===== src/source/soc_dbg_params.svh =====
// *************************************************
// one hart slot per mask bit, all register offsets
// are word aligned and fit in SOC_DBG_ADDR_W bits
// *************************************************
`ifndef SOC_DBG_PARAMS_SVH
`define SOC_DBG_PARAMS_SVH

// bus widths
`define SOC_DBG_ADDR_W 12
`define SOC_DBG_DATA_W 32

// harts, fc on slot 0 and one cluster core on slot 2
`define SOC_DBG_NR_HARTS 4
`define SOC_DBG_SEL_HARTS 4'b0101
`define SOC_DBG_DATA_COUNT 2

// register byte offsets
`define SOC_DBG_ADDR_DATA0 12'h010
`define SOC_DBG_ADDR_DATA1 12'h014
`define SOC_DBG_ADDR_DMCONTROL 12'h040
`define SOC_DBG_ADDR_HARTINFO 12'h048
`define SOC_DBG_ADDR_HARTMASK 12'h04C

// watchdog and reset release, in s_soc_clk cycles
`define SOC_DBG_WD_TIMEOUT 64
`define SOC_DBG_WD_RST_CYCLES 4
`define SOC_DBG_RST_SYNC 2

`endif

===== src/source/soc_dbg_pkg.sv =====
// *************************************************
// shared types of the debug slice, sized by the
// defines of soc_dbg_params.svh
// *************************************************
`include "soc_dbg_params.svh"

package soc_dbg_pkg;

  // plain vectors
  typedef logic [`SOC_DBG_ADDR_W-1:0] addr_t;
  typedef logic [`SOC_DBG_DATA_W-1:0] data_t;
  typedef logic [`SOC_DBG_DATA_W/8-1:0] be_t;
  typedef logic [`SOC_DBG_NR_HARTS-1:0] hart_mask_t;
  typedef logic [$clog2(`SOC_DBG_NR_HARTS)-1:0] hart_sel_t;

  // apb debug bus
  typedef struct packed {
    logic  psel;
    logic  penable;
    logic  pwrite;
    addr_t paddr;
    data_t pwdata;
  } apb_req_t;

  typedef struct packed {
    data_t prdata;
    logic  pready;
  } apb_rsp_t;

  // peripheral side, implicit grant
  typedef struct packed {
    logic  req;
    logic  we;
    addr_t addr;
    be_t   be;
    data_t wdata;
  } per_req_t;

  typedef struct packed {
    logic  r_valid;
    data_t rdata;
  } per_rsp_t;

  // riscv debug spec hartinfo layout
  typedef struct packed {
    logic [7:0]  zero1;
    logic [3:0]  nscratch;
    logic [2:0]  zero0;
    logic        dataaccess;
    logic [3:0]  datasize;
    logic [11:0] dataaddr;
  } hartinfo_t;

  // two scratch regs, data regs memory mapped at DATA0
  localparam hartinfo_t HARTINFO_VALUE = '{
    zero1:      8'h00,
    nscratch:   4'd2,
    zero0:      3'b000,
    dataaccess: 1'b1,
    datasize:   4'(`SOC_DBG_DATA_COUNT),
    dataaddr:   12'(`SOC_DBG_ADDR_DATA0)
  };

  typedef enum logic {
    BR_IDLE,
    BR_WAIT
  } bridge_state_e;

endpackage


===== src/source/soc_dbg_domain.sv =====
// *************************************************
// debug and reset slice of the soc domain
// single clock, apb debug bus only
// *************************************************
`timescale 1ns/1ps

module soc_dbg_domain (
  input  logic                    s_soc_clk,
  input  logic                    s_soc_rstn,
  input  soc_dbg_pkg::apb_req_t   apb_req_i,
  output soc_dbg_pkg::apb_rsp_t   apb_rsp_o,
  input  logic                    wd_kick_i,
  output soc_dbg_pkg::hart_mask_t debug_req_o,
  output logic                    dmactive_o,
  output logic                    fc_rstn_o
);

  // *************************************************
  // signals
  // *************************************************
  soc_dbg_pkg::per_req_t s_per_req;
  soc_dbg_pkg::per_rsp_t s_per_rsp;
  // active debug session
  logic s_dmactive;
  logic s_ndmreset;
  logic s_wd_expired;

  assign dmactive_o = s_dmactive;

  // *************************************************
  // apb to peripheral
  // *************************************************
  apb_per_bridge i_apb_per_bridge (
    .s_soc_clk  (s_soc_clk),
    .s_soc_rstn (s_soc_rstn),
    .apb_req_i  (apb_req_i),
    .apb_rsp_o  (apb_rsp_o),
    .per_req_o  (s_per_req),
    .per_rsp_i  (s_per_rsp)
  );

  // debug registers, on the global reset
  dbg_regs i_dbg_regs (
    .s_soc_clk   (s_soc_clk),
    .s_soc_rstn  (s_soc_rstn),
    .per_req_i   (s_per_req),
    .per_rsp_o   (s_per_rsp),
    .debug_req_o (debug_req_o),
    .dmactive_o  (s_dmactive),
    .ndmreset_o  (s_ndmreset)
  );

  // *************************************************
  // watchdog and fc reset
  // *************************************************
  soc_watchdog i_soc_watchdog (
    .s_soc_clk    (s_soc_clk),
    .s_soc_rstn   (s_soc_rstn),
    .wd_kick_i    (wd_kick_i),
    .dmactive_i   (s_dmactive),
    .wd_expired_o (s_wd_expired)
  );

  soc_rst_ctrl i_soc_rst_ctrl (
    .s_soc_clk    (s_soc_clk),
    .s_soc_rstn   (s_soc_rstn),
    .ndmreset_i   (s_ndmreset),
    .wd_expired_i (s_wd_expired),
    .fc_rstn_o    (fc_rstn_o)
  );

endmodule


===== src/source/soc_rst_ctrl.sv =====
// *************************************************
// causes must be glitch free flop outputs
// needs SOC_DBG_RST_SYNC of 2 or more
// *************************************************
`timescale 1ns/1ps
`include "soc_dbg_params.svh"

module soc_rst_ctrl (
  input  logic s_soc_clk,
  input  logic s_soc_rstn,
  input  logic ndmreset_i,
  input  logic wd_expired_i,
  output logic fc_rstn_o
);

  localparam int unsigned SYNC_LEN = `SOC_DBG_RST_SYNC;

  // low while any reset cause is present
  logic causes_rstn;
  // release chain
  logic [SYNC_LEN-1:0] sync_q;

  assign causes_rstn = s_soc_rstn & ~ndmreset_i & ~wd_expired_i;

  // assert at once, release after SYNC_LEN edges
  always_ff @(posedge s_soc_clk or negedge causes_rstn) begin
    if (!causes_rstn) begin
      sync_q <= '0;
    end else begin
      sync_q <= {sync_q[SYNC_LEN-2:0], 1'b1};
    end
  end

  // last stage is the fc reset
  assign fc_rstn_o = sync_q[SYNC_LEN-1];

endmodule


===== src/source/soc_watchdog.sv =====
// *************************************************
// kicks ignored during the expiry pulse
// count frozen while a debug session is active
// *************************************************
`timescale 1ns/1ps
`include "soc_dbg_params.svh"

module soc_watchdog (
  input  logic s_soc_clk,
  input  logic s_soc_rstn,
  input  logic wd_kick_i,
  input  logic dmactive_i,
  output logic wd_expired_o
);

  localparam int unsigned TIMEOUT  = `SOC_DBG_WD_TIMEOUT;
  localparam int unsigned RST_LEN  = `SOC_DBG_WD_RST_CYCLES;
  localparam int unsigned CNT_W    = $clog2(TIMEOUT);

  // shared by timeout and pulse length
  logic [CNT_W-1:0] cnt_q;
  logic expired_q;

  always_ff @(posedge s_soc_clk or negedge s_soc_rstn) begin
    if (!s_soc_rstn) begin
      cnt_q     <= '0;
      expired_q <= 1'b0;
    end else if (expired_q) begin
      // fixed length pulse, then restart from zero
      if (cnt_q == CNT_W'(RST_LEN - 1)) begin
        cnt_q     <= '0;
        expired_q <= 1'b0;
      end else begin
        cnt_q <= cnt_q + 1'b1;
      end
    end else if (wd_kick_i) begin
      cnt_q <= '0;
    end else if (!dmactive_i) begin
      // last counting cycle raises the pulse
      if (cnt_q == CNT_W'(TIMEOUT - 1)) begin
        cnt_q     <= '0;
        expired_q <= 1'b1;
      end else begin
        cnt_q <= cnt_q + 1'b1;
      end
    end
  end

  assign wd_expired_o = expired_q;

  // no expiry out of a debug session
  a_no_expiry_in_debug : assert property (
    @(posedge s_soc_clk) disable iff (!s_soc_rstn)
    $rose(wd_expired_o) |-> !$past(dmactive_i)
  );

endmodule


===== src/source/dbg_regs.sv =====
// *************************************************
// response one cycle after req, no error response
// unmapped reads give zero, unmapped writes dropped
// *************************************************
`timescale 1ns/1ps
`include "soc_dbg_params.svh"

module dbg_regs (
  input  logic                    s_soc_clk,
  input  logic                    s_soc_rstn,
  input  soc_dbg_pkg::per_req_t   per_req_i,
  output soc_dbg_pkg::per_rsp_t   per_rsp_o,
  output soc_dbg_pkg::hart_mask_t debug_req_o,
  output logic                    dmactive_o,
  output logic                    ndmreset_o
);

  localparam int unsigned DATA_IDX_W = $clog2(`SOC_DBG_DATA_COUNT);
  localparam soc_dbg_pkg::hart_mask_t SEL_MASK = `SOC_DBG_SEL_HARTS;

  // data registers
  soc_dbg_pkg::data_t data_q [`SOC_DBG_DATA_COUNT];
  logic [DATA_IDX_W-1:0] data_idx;
  logic data_hit;
  // dmcontrol fields
  logic dmactive_q;
  logic ndmreset_q;
  logic haltreq_q;
  soc_dbg_pkg::hart_sel_t hartsel_q;
  soc_dbg_pkg::data_t dmcontrol_word;
  // response
  soc_dbg_pkg::data_t rd_data;
  soc_dbg_pkg::data_t rdata_q;
  logic r_valid_q;
  logic ctrl_we;

  // *************************************************
  // address decode
  // *************************************************
  always_comb begin
    data_hit = 1'b1;
    data_idx = '0;
    case (per_req_i.addr)
      `SOC_DBG_ADDR_DATA0: data_idx = DATA_IDX_W'(0);
      `SOC_DBG_ADDR_DATA1: data_idx = DATA_IDX_W'(1);
      default: data_hit = 1'b0;
    endcase
  end

  assign ctrl_we = per_req_i.req && per_req_i.we &&
                   (per_req_i.addr == `SOC_DBG_ADDR_DMCONTROL);

  // haltreq 31, hartsel 17:16, ndmreset 1, dmactive 0
  assign dmcontrol_word = {haltreq_q, 13'b0, hartsel_q, 14'b0, ndmreset_q, dmactive_q};

  always_comb begin
    rd_data = '0;
    case (per_req_i.addr)
      `SOC_DBG_ADDR_DATA0, `SOC_DBG_ADDR_DATA1: rd_data = data_q[data_idx];
      `SOC_DBG_ADDR_DMCONTROL: rd_data = dmcontrol_word;
      `SOC_DBG_ADDR_HARTINFO: rd_data = soc_dbg_pkg::data_t'(soc_dbg_pkg::HARTINFO_VALUE);
      `SOC_DBG_ADDR_HARTMASK: rd_data = soc_dbg_pkg::data_t'(SEL_MASK);
      default: rd_data = '0;
    endcase
  end

  // *************************************************
  // registers
  // *************************************************
  // byte enabled data writes
  always_ff @(posedge s_soc_clk) begin
    if (per_req_i.req && per_req_i.we && data_hit) begin
      for (int b = 0; b < $bits(soc_dbg_pkg::be_t); b++) begin
        if (per_req_i.be[b]) begin
          data_q[data_idx][8*b +: 8] <= per_req_i.wdata[8*b +: 8];
        end
      end
    end
  end

  // dmactive clear wipes the whole control word
  always_ff @(posedge s_soc_clk or negedge s_soc_rstn) begin
    if (!s_soc_rstn) begin
      dmactive_q <= 1'b0;
      ndmreset_q <= 1'b0;
      haltreq_q  <= 1'b0;
      hartsel_q  <= '0;
    end else if (ctrl_we) begin
      dmactive_q <= per_req_i.wdata[0];
      ndmreset_q <= per_req_i.wdata[0] & per_req_i.wdata[1];
      haltreq_q  <= per_req_i.wdata[0] & per_req_i.wdata[31];
      hartsel_q  <= per_req_i.wdata[0] ? per_req_i.wdata[17:16] : '0;
    end
  end

  // registered response, zero data on writes
  always_ff @(posedge s_soc_clk or negedge s_soc_rstn) begin
    if (!s_soc_rstn) begin
      r_valid_q <= 1'b0;
    end else begin
      r_valid_q <= per_req_i.req;
    end
  end

  always_ff @(posedge s_soc_clk) begin
    rdata_q <= (per_req_i.req && !per_req_i.we) ? rd_data : '0;
  end

  assign per_rsp_o.r_valid = r_valid_q;
  assign per_rsp_o.rdata   = rdata_q;

  // *************************************************
  // outputs
  // *************************************************
  // one-hot of hartsel, only existing harts
  assign debug_req_o = (dmactive_q && haltreq_q) ?
                       ((soc_dbg_pkg::hart_mask_t'(1) << hartsel_q) & SEL_MASK) : '0;
  assign dmactive_o  = dmactive_q;
  assign ndmreset_o  = ndmreset_q;

  // req is a single cycle pulse
  a_req_single_pulse : assert property (
    @(posedge s_soc_clk) disable iff (!s_soc_rstn)
    per_req_i.req |=> !per_req_i.req
  );

endmodule


===== src/source/apb_per_bridge.sv =====
// *************************************************
// one transfer in flight, no pslverr
// master must drop penable after pready
// *************************************************
`timescale 1ns/1ps

module apb_per_bridge (
  input  logic                  s_soc_clk,
  input  logic                  s_soc_rstn,
  input  soc_dbg_pkg::apb_req_t apb_req_i,
  output soc_dbg_pkg::apb_rsp_t apb_rsp_o,
  output soc_dbg_pkg::per_req_t per_req_o,
  input  soc_dbg_pkg::per_rsp_t per_rsp_i
);

  soc_dbg_pkg::bridge_state_e state_q;
  soc_dbg_pkg::bridge_state_e state_d;
  // apb access phase
  logic access;

  assign access = apb_req_i.psel && apb_req_i.penable;

  // *************************************************
  // fsm
  // *************************************************
  always_comb begin
    state_d = state_q;
    case (state_q)
      // first access cycle issues the request
      soc_dbg_pkg::BR_IDLE: begin
        if (access) begin
          state_d = soc_dbg_pkg::BR_WAIT;
        end
      end
      // wait for the registered response
      soc_dbg_pkg::BR_WAIT: begin
        if (per_rsp_i.r_valid) begin
          state_d = soc_dbg_pkg::BR_IDLE;
        end
      end
      default: state_d = soc_dbg_pkg::BR_IDLE;
    endcase
  end

  always_ff @(posedge s_soc_clk or negedge s_soc_rstn) begin
    if (!s_soc_rstn) begin
      state_q <= soc_dbg_pkg::BR_IDLE;
    end else begin
      state_q <= state_d;
    end
  end

  // *************************************************
  // request and response
  // *************************************************
  // single pulse, full word access
  assign per_req_o.req   = (state_q == soc_dbg_pkg::BR_IDLE) && access;
  assign per_req_o.we    = apb_req_i.pwrite;
  assign per_req_o.addr  = apb_req_i.paddr;
  assign per_req_o.be    = '1;
  assign per_req_o.wdata = apb_req_i.pwdata;

  // pready only on the response strobe
  assign apb_rsp_o.pready = (state_q == soc_dbg_pkg::BR_WAIT) && per_rsp_i.r_valid;
  assign apb_rsp_o.prdata = per_rsp_i.rdata;

  // response must land inside the access phase
  a_pready_in_access : assert property (
    @(posedge s_soc_clk) disable iff (!s_soc_rstn)
    apb_rsp_o.pready |-> (apb_req_i.psel && apb_req_i.penable)
  );

endmodule


===== config.mk =====
export PLATFORM = sky130hd
export DESIGN_NAME = soc_dbg_domain
export DESIGN_NICKNAME = d
export VERILOG_FILES = /design/src/source/soc_dbg_pkg.sv /design/src/source/soc_dbg_domain.sv /design/src/source/soc_rst_ctrl.sv /design/src/source/soc_watchdog.sv /design/src/source/dbg_regs.sv /design/src/source/apb_per_bridge.sv
export VERILOG_INCLUDE_DIRS = /design/src /design/src/source
export SDC_FILE = /design/constraint.sdc
export NUM_CORES = 1
export LEC_CHECK = 0
export BUFFER_PORTS_ARGS = -buffer_cell sky130_fd_sc_hd__buf_2
export CORE_ASPECT_RATIO = 0.8
export CORE_UTILIZATION = 57
export DETAILED_ROUTE_END_ITERATION = 10
export HOLD_SLACK_MARGIN = 0.02
export PLACE_DENSITY = 0.83
export SLEW_MARGIN = 40
export SYNTH_ARGS = -nofsm -noshare
export SYNTH_HDL_FRONTEND = slang
export SYNTH_SLANG_ARGS = --single-unit

===== constraint.sdc =====
create_clock -name s_soc_clk -period 0.9 [get_ports s_soc_clk]
set_input_delay 0.09 -clock s_soc_clk [delete_from_list [all_inputs] [get_ports s_soc_clk]]
set_output_delay 0.09 -clock s_soc_clk [all_outputs]
set_load 0.005 [all_outputs]

Yosys cells after proc, flatten, opt, wreduce, memory -nomap -nowiden
Memory sizes are Yosys's and may differ from the RTL's.
Cells that the tools add are included.
- RAM bits: 64
- register bits after elaboration: 48
- memory bits (read-only): 0
- memories: 1
- logic and storage cells: 58
- output and inout port bits: 39
- latch bits: 0
- input bits: 50
- reduce and logical (&&, ||, !) cells: 10
- divide/modulo/power cells: 0
- multipliers: 0
- $lt $le $gt $ge: 0
- bitwise operators: 7
- shift-type cells: 1
- equal/unequal tests: 8
- multiplexer cells: 20
- add/subtract/negate cells: 1
- memories (memory ; depth ; width ; read ports ; clocked after Yosys merged registers in ; write ports ; line ; RTL):
    i_dbg_regs.data_q ; 2 ; 32 ; 1 ; 0 ; 1 ; dbg_regs.sv:22 ; soc_dbg_pkg::data_t data_q [`SOC_DBG_DATA_COUNT];
- operator list (cell ; number):
    32-bit one-hot mux with 4 select lines ; 1
    12-bit by 7-bit == test with 1-bit output (second input constant) ; 3
    6-bit two-way mux ; 5
    12-bit by 5-bit == test with 1-bit output (second input constant) ; 2
    1-bit two-way mux ; 11
    1-bit logical AND ; 8
    6-bit by 1-bit adder with 6-bit output (second input constant) ; 1
    6-bit by 2-bit == test with 1-bit output (second input constant) ; 1
    6-bit == test (second input constant) ; 1
    1-bit bitwise AND ; 4
    3-bit two-way mux ; 1
    3-bit by 2-bit != test with 1-bit output (second input constant) ; 1
    1-bit inverter ; 3
    1-bit by 2-bit left shift with 3-bit output (first input constant) ; 1
    2-bit two-way mux ; 1
    1-bit one-hot mux with 2 select lines ; 1
    2-bit OR reduction ; 1
    1-bit logical NOT ; 1

Longest topological paths before layout
Gate-level depths: netlist of run 1.
- depth in word-level cells: 6
- depth in mapped cells: 6

By module
Synthesis of run 1 repeated with hierarchy kept, for this count alone.
- cell total of the unflattened synthesis: 377
- area total of the unflattened synthesis: 4858.4 um2
- by module, submodules not included (module ; times used ; sequential area each (um2) ; cells an instance ; area an instance (um2)):
    dbg_regs ; 1 ; 2712.6 ; 244 ; 3713.6
    apb_per_bridge ; 1 ; 25.0 ; 87 ; 661.9
    soc_watchdog ; 1 ; 175.2 ; 42 ; 416.6
    soc_rst_ctrl ; 1 ; 50.0 ; 4 ; 66.3

Worst setup path before layout of run 1
OpenSTA, ideal clock, no wires.
- path kind: in2reg
- start point: input port apb_req_i[41] (netlist bit)
- end point: memory i_dbg_regs.data_q[1][0] (netlist bit) (enable)
- setup time: 0.421 ns
- data required time: 0.479 ns
- arrival time: 2.345 ns
- buffers on the path: 1
- slack: -1.867 ns
- cell stages on the path: 4
- cells stage by stage: nor4_4 -> nand4_4 -> buf_6 -> nor2_1
- cells in the longest elaborated chain, start to end: 6
- RTL lines (item ; line ; RTL):
    start: declaration ; soc_dbg_domain.sv:10 ; input soc_dbg_pkg::apb_req_t apb_req_i,
    12-bit by 5-bit == test with 1-bit output ; dbg_regs.sv:43 ; case (per_req_i.addr)
    2-bit OR reduction (no source line) ; - ;
    1-bit two-way mux ; dbg_regs.sv:43 ;
    1-bit logical AND ; dbg_regs.sv:72 ; if (per_req_i.req && per_req_i.we && data_hit) begin
    1-bit two-way mux ; dbg_regs.sv:72 ;
    1-bit two-way mux (not written as such) ; dbg_regs.sv:75 ; data_q[data_idx][8*b +: 8] <= per_req_i.wdata[8*b +: 8];
    end: declaration ; dbg_regs.sv:22 ;
Parallel ways exist; a longest one is shown, timed or not.

Final worst setup path of run 1
- start point: register i_soc_watchdog.cnt_q[1]
- end point: register i_soc_watchdog.cnt_q[0]
- cells in the longest elaborated chain, start to end: 5
- RTL lines (item ; line ; RTL):
    start: declaration ; soc_watchdog.sv:21 ; logic [CNT_W-1:0] cnt_q;
    start signal: assignment ; soc_watchdog.sv:34 ; cnt_q <= cnt_q + 1'b1;
    start signal: assignment ; soc_watchdog.sv:44 ; cnt_q <= cnt_q + 1'b1;
    6-bit == test ; soc_watchdog.sv:40 ; if (cnt_q == CNT_W'(TIMEOUT - 1)) begin
    6-bit two-way mux ; soc_watchdog.sv:40 ;
    6-bit two-way mux ; soc_watchdog.sv:38 ; end else if (!dmactive_i) begin
    6-bit two-way mux ; soc_watchdog.sv:36 ; end else if (wd_kick_i) begin
    6-bit two-way mux (*) ; soc_watchdog.sv:28 ; end else if (expired_q) begin
Every way passes the cells marked *; elsewhere a longest branch is shown, timed or not. The select of a mux whose other input is x is not followed.
A chain may end at the register's enable or synchronous reset.

==> results of run 1 <==
-- critical path, cell delays in order (launching register included) --
cell and delay [ns]:
dfrtp_1 0.37, ha_2 0.18, or4b_4 0.47, o21ai_4 0.17, a21oi_2 0.08, mux2_2 0.26
-- cells in the final DEF, fill, tap and decap left out, types with 4 or more instances in the layout --
| master | n |
|---|---|
| dlygate4sd3_1 | 33 |
| nor2_2 | 4 |
| nand2_2 | 4 |
| nor2_4 | 23 |
| a21oi_2 | 5 |
| nor2_1 | 9 |
| nand2_8 | 4 |
| buf_12 | 7 |
| mux2_2 | 8 |
| buf_4 | 32 |
| buf_6 | 20 |
| dfrtp_1 | 16 |
| clkbuf_8 | 9 |
| edfxtp_1 | 64 |
| o21ai_1 | 5 |
| inv_6 | 5 |
| dfxtp_1 | 17 |
| dfxtp_2 | 15 |
| xnor2_1 | 4 |
| nand2_1 | 14 |
| buf_2 | 75 |
| mux2i_1 | 24 |
-- final cells by class --
type	instances	area, µm²	share of cell area [%]
timing repair buffer	174	1484	23.92
clock buffer	9	123.9	1.997
multi-input combinational	153	1423	22.93
inverter	3	11.26	0.1815
clock inverter	7	71.32	1.150
tap	87	108.9	1.755
sequential	112	2982	48.06
-- per-layer routing --
layer | vias to the layer above | routed length, µm | global-route usage, %
met3 | 59 | 1090 | 8.529
met2 | 223 | 6844 | 52.96
met4 | 0 | 543 | 14.71
met5 | - | 0 | 0
li1 | 1346 | - | -
met1 | 1555 | 4777 | 40.69
-- per-stage QoR --
stage	hold WS, ns	util [%]	area [µm²]
floorplan	-0.2056	-	4103
global placement	0.05626	70.61	4866
detailed placement	0.06016	70.61	4866
CTS	0.08414	85.11	5866
global route	0.1753	90.01	6203
finish	0.1783	90.01	6203
-- power breakdown --
part           leakage (nW)  switching (W)  internal (W)
Clock                 0.100        0.00191       0.00110
Sequential             1.05      0.0000357       0.00545
Combinational          1.45       0.000397      0.000511
-- repair_timing --
item / CTS / global route
pin swaps: 36 / 6
gates resized for setup: 72 / 63
endpoints found under the setup margin: 144 / 147
buffers inserted: 11 / 8
hold buffers: 33 / 0
cloned: 7 / 3
endpoints found under the hold margin: 84 / 0
-- sequential cells by signal (all words and copies together) (netlist names) --
signal	cells
i_apb_per_bridge.state_q	1
i_dbg_regs.data_q	64
i_dbg_regs.dmactive_o	1
i_dbg_regs.haltreq_q	1
i_dbg_regs.hartsel_q	2
i_dbg_regs.ndmreset_o	1
i_dbg_regs.r_valid_q	1
i_dbg_regs.rdata_q	32
i_soc_rst_ctrl.sync_q	2
i_soc_watchdog.cnt_q	6
i_soc_watchdog.wd_expired_o	1
-- kinds of logic after synthesis --
group	share of synthesized area [%]
XOR/XNOR	0.8588
flip-flops	72.64
multiplexers	8.620
AND/OR/NAND/NOR	11.20
AO/OA/AOI/OAI	3.957
other	0.1841
adder cells (fa/ha/maj)	0.3067
buffers and inverters	2.239
-- how the worst max path moves through the flow --
stage | start | end | slack (ns)
2_1_floorplan | apb_req_i[32] | i_dbg_regs.data_q[1][0]$_DFFE_PP_ | -0.95
3_3_place_gp | i_soc_watchdog.cnt_q[0]$_DFFE_PN0P_ | i_soc_watchdog.cnt_q[0]$_DFFE_PN0P_ | -0.67
3_5_place_dp | i_soc_watchdog.cnt_q[1]$_DFFE_PN0P_ | i_soc_watchdog.cnt_q[0]$_DFFE_PN0P_ | -0.74
4_1_cts | i_soc_watchdog.cnt_q[1]$_DFFE_PN0P_ | i_soc_watchdog.cnt_q[0]$_DFFE_PN0P_ | -0.73
5_1_grt | i_soc_watchdog.cnt_q[1]$_DFFE_PN0P_ | i_soc_watchdog.cnt_q[0]$_DFFE_PN0P_ | -0.79
6_report | i_soc_watchdog.cnt_q[1]$_DFFE_PN0P_ | i_soc_watchdog.cnt_q[0]$_DFFE_PN0P_ | -0.73
==> impl_metrics.tcl, run 1 <==
set metrics [dict create \
    status "complete, but fails checks" \
    violations "DRC, setup timing" \
    slew_violations 0 \
    final_layout_size_suffix_gt1_share_pct 53.71 \
    cp-end-kind "register" \
    synth_ff_type "edfxtp_1" \
    vdd.ir_drop.worst_mv 1.452 \
    power_w 0.009407 \
    route.detailed.drc 2 \
    grt_pass1_vias 3177 \
    vias 3183 \
    drt_iter0_markers 244 \
    grt_overflow 0 \
    io_buffers 86 \
    syn-cell-area_um2 4079 \
    antenna_found_initial 0 \
    synth_top_area_cell "edfxtp_1" \
    rows 27 \
    hold_viol 0 \
    setup_viol 143 \
    power_leakage_nw 2.601 \
    r2r_end "i_soc_watchdog.cnt_q[0]$_DFFE_PN0P_" \
    hold_path.class "in -> reg" \
    clk_latency_ns 0.39 \
    ant_nets 0 \
    synth.distinct_cells 43 \
    cts.sinks 112 \
    die_h_um 77.66 \
    cts_tree "built" \
    slew_headroom_pct 53.01 \
    cts_buffers 9 \
    dr.pass1.iters 8 \
    dp_cells 474 \
    fillers 262 \
    place_ws_ns -0.7414 \
    ys_seq_elements 112 \
    core_area_um2 6892 \
    r2r_setup_slack_ns -0.73 \
    yosysSeqAreaShare_pct 72.64 \
    finalWirelength_um 13260 \
    fmax_ghz 0.6144 \
    diodes 0 \
    hold_depth 4 \
    worstSetupPathType "reg -> reg" \
    critPathArrivalTime_ns 1.90 \
    area_growth_pct 52.09 \
    yosys_warnings 0 \
    r2r-start "i_soc_watchdog.cnt_q[1]$_DFFE_PN0P_" \
    holdPathEnd "i_soc_watchdog.cnt_q[4]$_DFFE_PN0P_" \
    track_usage_pct 32.57 \
    hold_start "wd_kick_i" \
    ys_top_cells_by_area "edfxtp_1, dfxtp_1, dfrtp_1" \
    dieWidth_um 96.58 \
    grt_setup_unrepaired "true" \
    final-instance-count-excl-fill 545 \
    finClkSkew_ns 0.01580 \
    via_per_inst 5.840 \
    worst-path-max-fanout 3 \
    dp_hpwl_um 5267 \
    cap_violations 0 \
    setup_ws_ns -0.7275 \
    synth_edf_count 64 \
    syn-mean-instance-area_um2 14.94 \
    num_io_pins 89 \
    critical_path_required_ns 1.17 \
    routedWlPerCell_um 24.32 \
    cts-root-buf "clkbuf_8" \
    synth_top_area_share_pct 47.12 \
    nets 504 \
    start_util_pct 59.19 \
    grt_max_degree 24 \
    min_period_over_period_pct 180.8 \
    rr_worst_depth 5 \
    synthTopCellsByCount "edfxtp_1, nor2_1, dfxtp_1" \
    fin_crit_ns 1.628 \
    clk_pin_slew_ns 0.10 \
    p_per_area_nw_per_um2 1516 \
    grt_first_pass_wirelength_um 17100 \
    worst_pin_slew_ns 0.6951 \
    syn_inst 273 \
    synth.most_common_cell "edfxtp_1" \
    startpoint_type "register" \
    die_area_um2 7500 \
    cts-htree-levels 3 \
    gp_congestion 0.8867 \
    fin_tns_setup_ns -66.39 \
    cts_buffer_depth 2 \
    synthArstFlopShare_pct 14.29 \
]
(Power assumes the default switching activity.)
==> inputs of run 2 (changes only) <==
CORE_UTILIZATION = 25   (was 57)
PLACE_DENSITY = unset   (was 0.83)
==> impl_metrics.tcl, run 2 (same netlist as run 1, synthesis figures left out) <==
set metrics [dict create \
    die_area_um2 16830 \
    cap_violations 0 \
    violations "setup timing" \
    fin_tns_setup_ns -68.22 \
    area_growth_pct 60.86 \
    p_switching_w 0.002101 \
    cts-htree-levels 3 \
    sw_frac_of_total_pct 19.57 \
    cts.sinks 112 \
    final_layout_size_suffix_gt1_share_pct 53.02 \
    clockPowerShare_pct 41.9 \
    power_leakage_nw 2.708 \
    dp_cells 602 \
    critical_path_required_ns 0.98 \
    cp_cell_sequence "and4b_2 -> buf_6 -> and3_4 -> buf_12 -> buf_12 -> clkbuf_16" \
    grt_max_degree 19 \
    clk_latency_ns 0.35 \
    cts_buffer_depth 2 \
    p_int_w 0.008633 \
    crit_slowest_cell "dfrtp_1" \
    route.detailed.drc 0 \
    fin_crit_ns 1.639 \
    grt_first_pass_wirelength_um 15410 \
    hold_path.class "in -> reg" \
    core_area_um2 15850 \
    min_period_over_period_pct 182.1 \
    cts_buffers 9 \
    via_per_inst 4.189 \
    vias 2844 \
    drt_iter0_markers 120 \
    hold_viol 0 \
    power_w 0.01073 \
    largest_reg_flops 64 \
    routedWlPerCell_um 14.80 \
    finalWirelength_um 10050 \
    track_usage_pct 12.73 \
    cpMostUsedCell "buf_12" \
    place_ws_ns -0.7510 \
    clk_pin_slew_ns 0.07 \
    seqPwrFrac_pct 51.1 \
    slew_violations 0 \
    ant_nets 0 \
    diodes 0 \
    worst-path-max-fanout 4 \
    antenna_found_initial 0 \
    num_io_pins 89 \
    slew_headroom_pct 60.35 \
    top_regs "i_dbg_regs.data_q x64, i_dbg_regs.rdata_q x32, i_soc_watchdog.cnt_q x6" \
    cp-end-kind "register" \
    final_common_cell "buf_2" \
    vdd.ir_drop.worst_mv 0.8191 \
    start_util_pct 25.73 \
    final_util_pct 41.39 \
    grt_setup_unrepaired "true" \
    final_cell_mix "buf_2, edfxtp_1, dlygate4sd3_1" \
    worst_pin_slew_ns 0.5865 \
    slowest_delay_ns 0.39 \
    die_h_um 116.2 \
    fmax_ghz 0.6101 \
    final-instance-count-excl-fill 679 \
    grt_overflow 0 \
    dr.pass1.iters 4 \
    startpoint_type "register" \
    multi_input_area_um2 1421 \
    p_per_area_nw_per_um2 1636 \
    critPathArrivalTime_ns 1.71 \
    cts-root-buf "clkbuf_16" \
    nets 510 \
    finClkSkew_ns 0.007304 \
    top_register "i_dbg_regs.data_q" \
    gp_congestion 0.7399 \
    cts_tree "built" \
    status "complete, but fails checks" \
    fillers 1483 \
    dp_hpwl_um 6221 \
    combPwrFrac_pct 7.1 \
    dieWidth_um 144.8 \
    rows 41 \
    setup_ws_ns -0.7390 \
    io_buffers 86 \
    setup_viol 115 \
    grt_pass1_vias 2935 \
    worstSetupPathType "reg -> reg" \
    ff_latch_area_um2 2974 \
]
## run 2: cell types whose count changed in the layout (fill, tap and decap cells not counted), moves of 3 or more
cell       before  now
clkbuf_16       3   12
clkbuf_8        9    0
dfxtp_1        17   23
dfxtp_2        15    9
inv_6           5    1
buf_6          20   23
bufinv_16       0    3
## run 2: metal layers
metal	track usage (%)	wire length (µm)	part of all wire, %
met1	15.75	4562	45
met5	0	0	0
met2	20.64	4734	47
met4	5.474	163	1.6
met3	3.895	591	5.9
## run 2: critical path, delay by kind of cell, from the launching register on
family | cells | cell delay, ns
simple gates | 2 | 0.51
flops | 1 | 0.39
buf+inv | 4 | 0.46
## run 2: stage by stage
step | area, µm² | hold WS (ns)
final | 6561 | 0.04999
after global placement | 5039 | 0.04444
after floorplan | 4103 | -0.2056
after CTS | 6387 | 0.03358
after global routing | 6561 | 0.05740
after detailed placement | 5039 | 0.05240
## run 2: area by class of cell
type | count | share of cell area (%)
Sequential cell | 112 | 45.33
Clock inverter | 7 | 1.793
Tap cell | 215 | 4.100
Multi-Input combinational cell | 153 | 21.66
Clock buffer | 9 | 3.432
Timing Repair Buffer | 180 | 23.51
Inverter | 3 | 0.1716
## run 2: what timing repair did
action	CTS	global route
endpoints found under the hold margin	84	0
buffers inserted	18	7
gates resized for setup	96	45
gates cloned	8	3
hold buffers	33	0
pin swaps	34	7
setup endpoints to repair	116	128
## run 2: worst paths after layout
check	from	to	slack, ns	depth (start not counted)
min	wd_kick_i	i_soc_watchdog.cnt_q[4]$_DFFE_PN0P_	0.05	3
min reg2reg	i_dbg_regs.ndmreset_o$_DFFE_PN0P_	i_soc_rst_ctrl.sync_q[0]$_DFF_PN0_	0.36	1
max in group asynchronous	i_soc_watchdog.wd_expired_o$_DFF_PN0_	i_soc_rst_ctrl.sync_q[1]$_DFF_PN0_	0.17	2
max	i_apb_per_bridge.state_q$_DFF_PN0_	i_dbg_regs.data_q[0][31]$_DFFE_PP_	-0.74	6
max reg2reg	i_apb_per_bridge.state_q$_DFF_PN0_	i_dbg_regs.data_q[0][31]$_DFFE_PP_	-0.74	6
min in group asynchronous	s_soc_rstn	i_soc_watchdog.wd_expired_o$_DFF_PN0_	0.22	3
## run 2: power by group through the flow
stage | sequential, W | clock, W | combinational (W)
after floorplan | 0.00559 | 0 | 0.000152
after global placement | 0.00559 | 0 | 0.000404
after detailed placement | 0.00559 | 0 | 0.000420
after CTS | 0.00548 | 0.00463 | 0.000752
after global routing | 0.00548 | 0.00480 | 0.000820
final | 0.00548 | 0.00449 | 0.000759
==> inputs of run 3 (changes only) <==
clock period = 1.8 ns   (was 0.9 ns; I/O delays follow)
==> impl_metrics.tcl, run 3 (same netlist as run 1, synthesis figures left out) <==
set metrics [dict create \
    status "completed" \
    slowest_delay_ns 0.48 \
    vias 2529 \
    worst-path-buf-inv 0 \
    cpLargestDelayFamily "simple AND/OR/NAND/NOR gates" \
    seqPwrFrac_pct 54.6 \
    finClkSkew_ns 0.008672 \
    start_util_pct 25.73 \
    crit_end "i_soc_watchdog.cnt_q[0]$_DFFE_PN0P_" \
    dieWidth_um 144.8 \
    multi_input_area_um2 1052 \
    min_period_over_period_pct 95.83 \
    cp_cell_sequence "ha_2 -> or4b_4 -> o21ai_4 -> a21oi_1 -> mux2_2" \
    drt_iter0_markers 62 \
    ant_nets 0 \
    slew_violations 0 \
    area_growth_pct 32.79 \
    crit_slowest_cell "or4b_4" \
    cp-end-kind "register" \
    clk_latency_ns 0.35 \
    num_io_pins 89 \
    postCtsSetupBuffers 0 \
    gp_congestion 0.7603 \
    grt_first_pass_wirelength_um 12460 \
    crit_cells 5 \
    clk_pin_slew_ns 0.08 \
    top_regs "i_dbg_regs.data_q x64, i_dbg_regs.rdata_q x32, i_soc_watchdog.cnt_q x6" \
    combPwrFrac_pct 4.5 \
    critical_path_required_ns 2.03 \
    final_common_cell "buf_2" \
    p_switching_w 0.001057 \
    startpoint_type "register" \
    vdd.ir_drop.worst_mv 0.4768 \
    sw_frac_of_total_pct 21.07 \
    finalWirelength_um 8149 \
    grt_max_degree 33 \
    cts.sinks 112 \
    p_int_w 0.003961 \
    nets 452 \
    p_per_area_nw_per_um2 926.6 \
    r2r-start "i_soc_watchdog.cnt_q[0]$_DFFE_PN0P_" \
    cts-root-buf "clkbuf_16" \
    rows 41 \
    grt_overflow 0 \
    cts_buffers 9 \
    track_usage_pct 10.09 \
    grt_pass1_vias 2478 \
    final_layout_size_suffix_gt1_share_pct 33.99 \
    die_area_um2 16830 \
    critPathArrivalTime_ns 1.95 \
    clockPowerShare_pct 40.8 \
    cts_buffer_depth 2 \
    startpoint "i_soc_watchdog.cnt_q[0]$_DFFE_PN0P_" \
    fmax_ghz 0.5797 \
    fillers 1555 \
    ff_latch_area_um2 2963 \
    setup_viol 0 \
    hold_viol 0 \
    final_util_pct 34.17 \
    io_buffers 86 \
    r2r_end "i_soc_watchdog.cnt_q[0]$_DFFE_PN0P_" \
    top_register "i_dbg_regs.data_q" \
    route.detailed.drc 0 \
    core_area_um2 15850 \
    dp_hpwl_um 5811 \
    power_leakage_nw 2.302 \
    rr_worst_depth 5 \
    diodes 0 \
    grt_setup_unrepaired "false" \
    die_h_um 116.2 \
    routedWlPerCell_um 13.12 \
    worst-path-max-fanout 4 \
    largest_reg_flops 64 \
    antenna_found_initial 0 \
    hold_ws_ns 0.04360 \
    final_cell_mix "buf_2, edfxtp_1, nor2_1" \
    fin_crit_ns 1.725 \
    cts-htree-levels 3 \
    hold_path.class "in -> reg" \
    worstSetupPathType "reg -> reg" \
    r2r_setup_slack_ns 0.07 \
    cap_violations 0 \
    via_per_inst 4.072 \
    dr.pass1.iters 4 \
    cts_tree "built" \
]
==> run 3: power groups by stage <==
| stage | registers (W) | clock network, W | logic (W) |
|---|---|---|---|
| 2_1_floorplan | 0.00280 | 0 | 0.0000742 |
| 3_3_place_gp | 0.00280 | 0 | 0.000177 |
| 3_5_place_dp | 0.00280 | 0 | 0.000185 |
| 4_1_cts | 0.00274 | 0.00211 | 0.000229 |
| 5_1_grt | 0.00274 | 0.00220 | 0.000247 |
| 6_report | 0.00274 | 0.00205 | 0.000226 |
==> run 3: area by class of cell <==
class	count	share of cell area (%)
clock buffers	9	4.158
clock inverters	7	1.571
inverters	3	0.2079
multi-input cells	150	19.43
flip-flops and latches	112	54.70
well taps	215	4.967
repair buffers	125	14.97
==> run 3: worst min path at each step <==
stage,cells after the start,startpoint,end
after global routing,1,apb_req_i[9],i_dbg_regs.data_q[0][9]$_DFFE_PP_
after detailed placement,2,s_soc_rstn,i_apb_per_bridge.state_q$_DFF_PN0_
after CTS,1,apb_req_i[9],i_dbg_regs.data_q[1][9]$_DFFE_PP_
after global placement,2,s_soc_rstn,i_apb_per_bridge.state_q$_DFF_PN0_
after floorplan,0,s_soc_rstn,i_apb_per_bridge.state_q$_DFF_PN0_
final,1,apb_req_i[28],i_dbg_regs.data_q[1][28]$_DFFE_PP_
==> run 3: stage by stage <==
stage	cell area [µm²]	total power (W)	TNS, ns	worst slack [ns]	instances
detailed placement	4842	0.002985	0	0.005789	580
CTS	5403	0.005078	0	0.02647	621
finish	5416	0.005019	0	0.07498	621
global placement	4842	0.002976	0	0.08184	580
global route	5416	0.005191	0	0.0003233	621
floorplan	4093	0.002870	-7.215	-0.1436	274
==> run 3: worst register-to-register path, stage by stage (launching register included) <==
cell,delay (ns)
dfrtp_1,0.37
ha_2,0.20
or4b_4,0.48
o21ai_4,0.19
a21oi_1,0.10
mux2_2,0.27
==> run 3: metal layers <==
metal  global-route usage, %  vias up  wire (µm)
met5                       0        -          0
met1                   12.43     1208       3706
met2                   16.60       72       3869
met4                   3.579        0        106
li1                        -     1239          -
met3                   3.321       10        466
==> run 3: what timing repair did <==
| item | in CTS | in global routing |
|---|---|---|
| resized for setup | 0 | 4 |
| endpoints found under the hold margin | 63 | 0 |
| hold buffers | 25 | 0 |
| setup endpoints to repair | 0 | 4 |
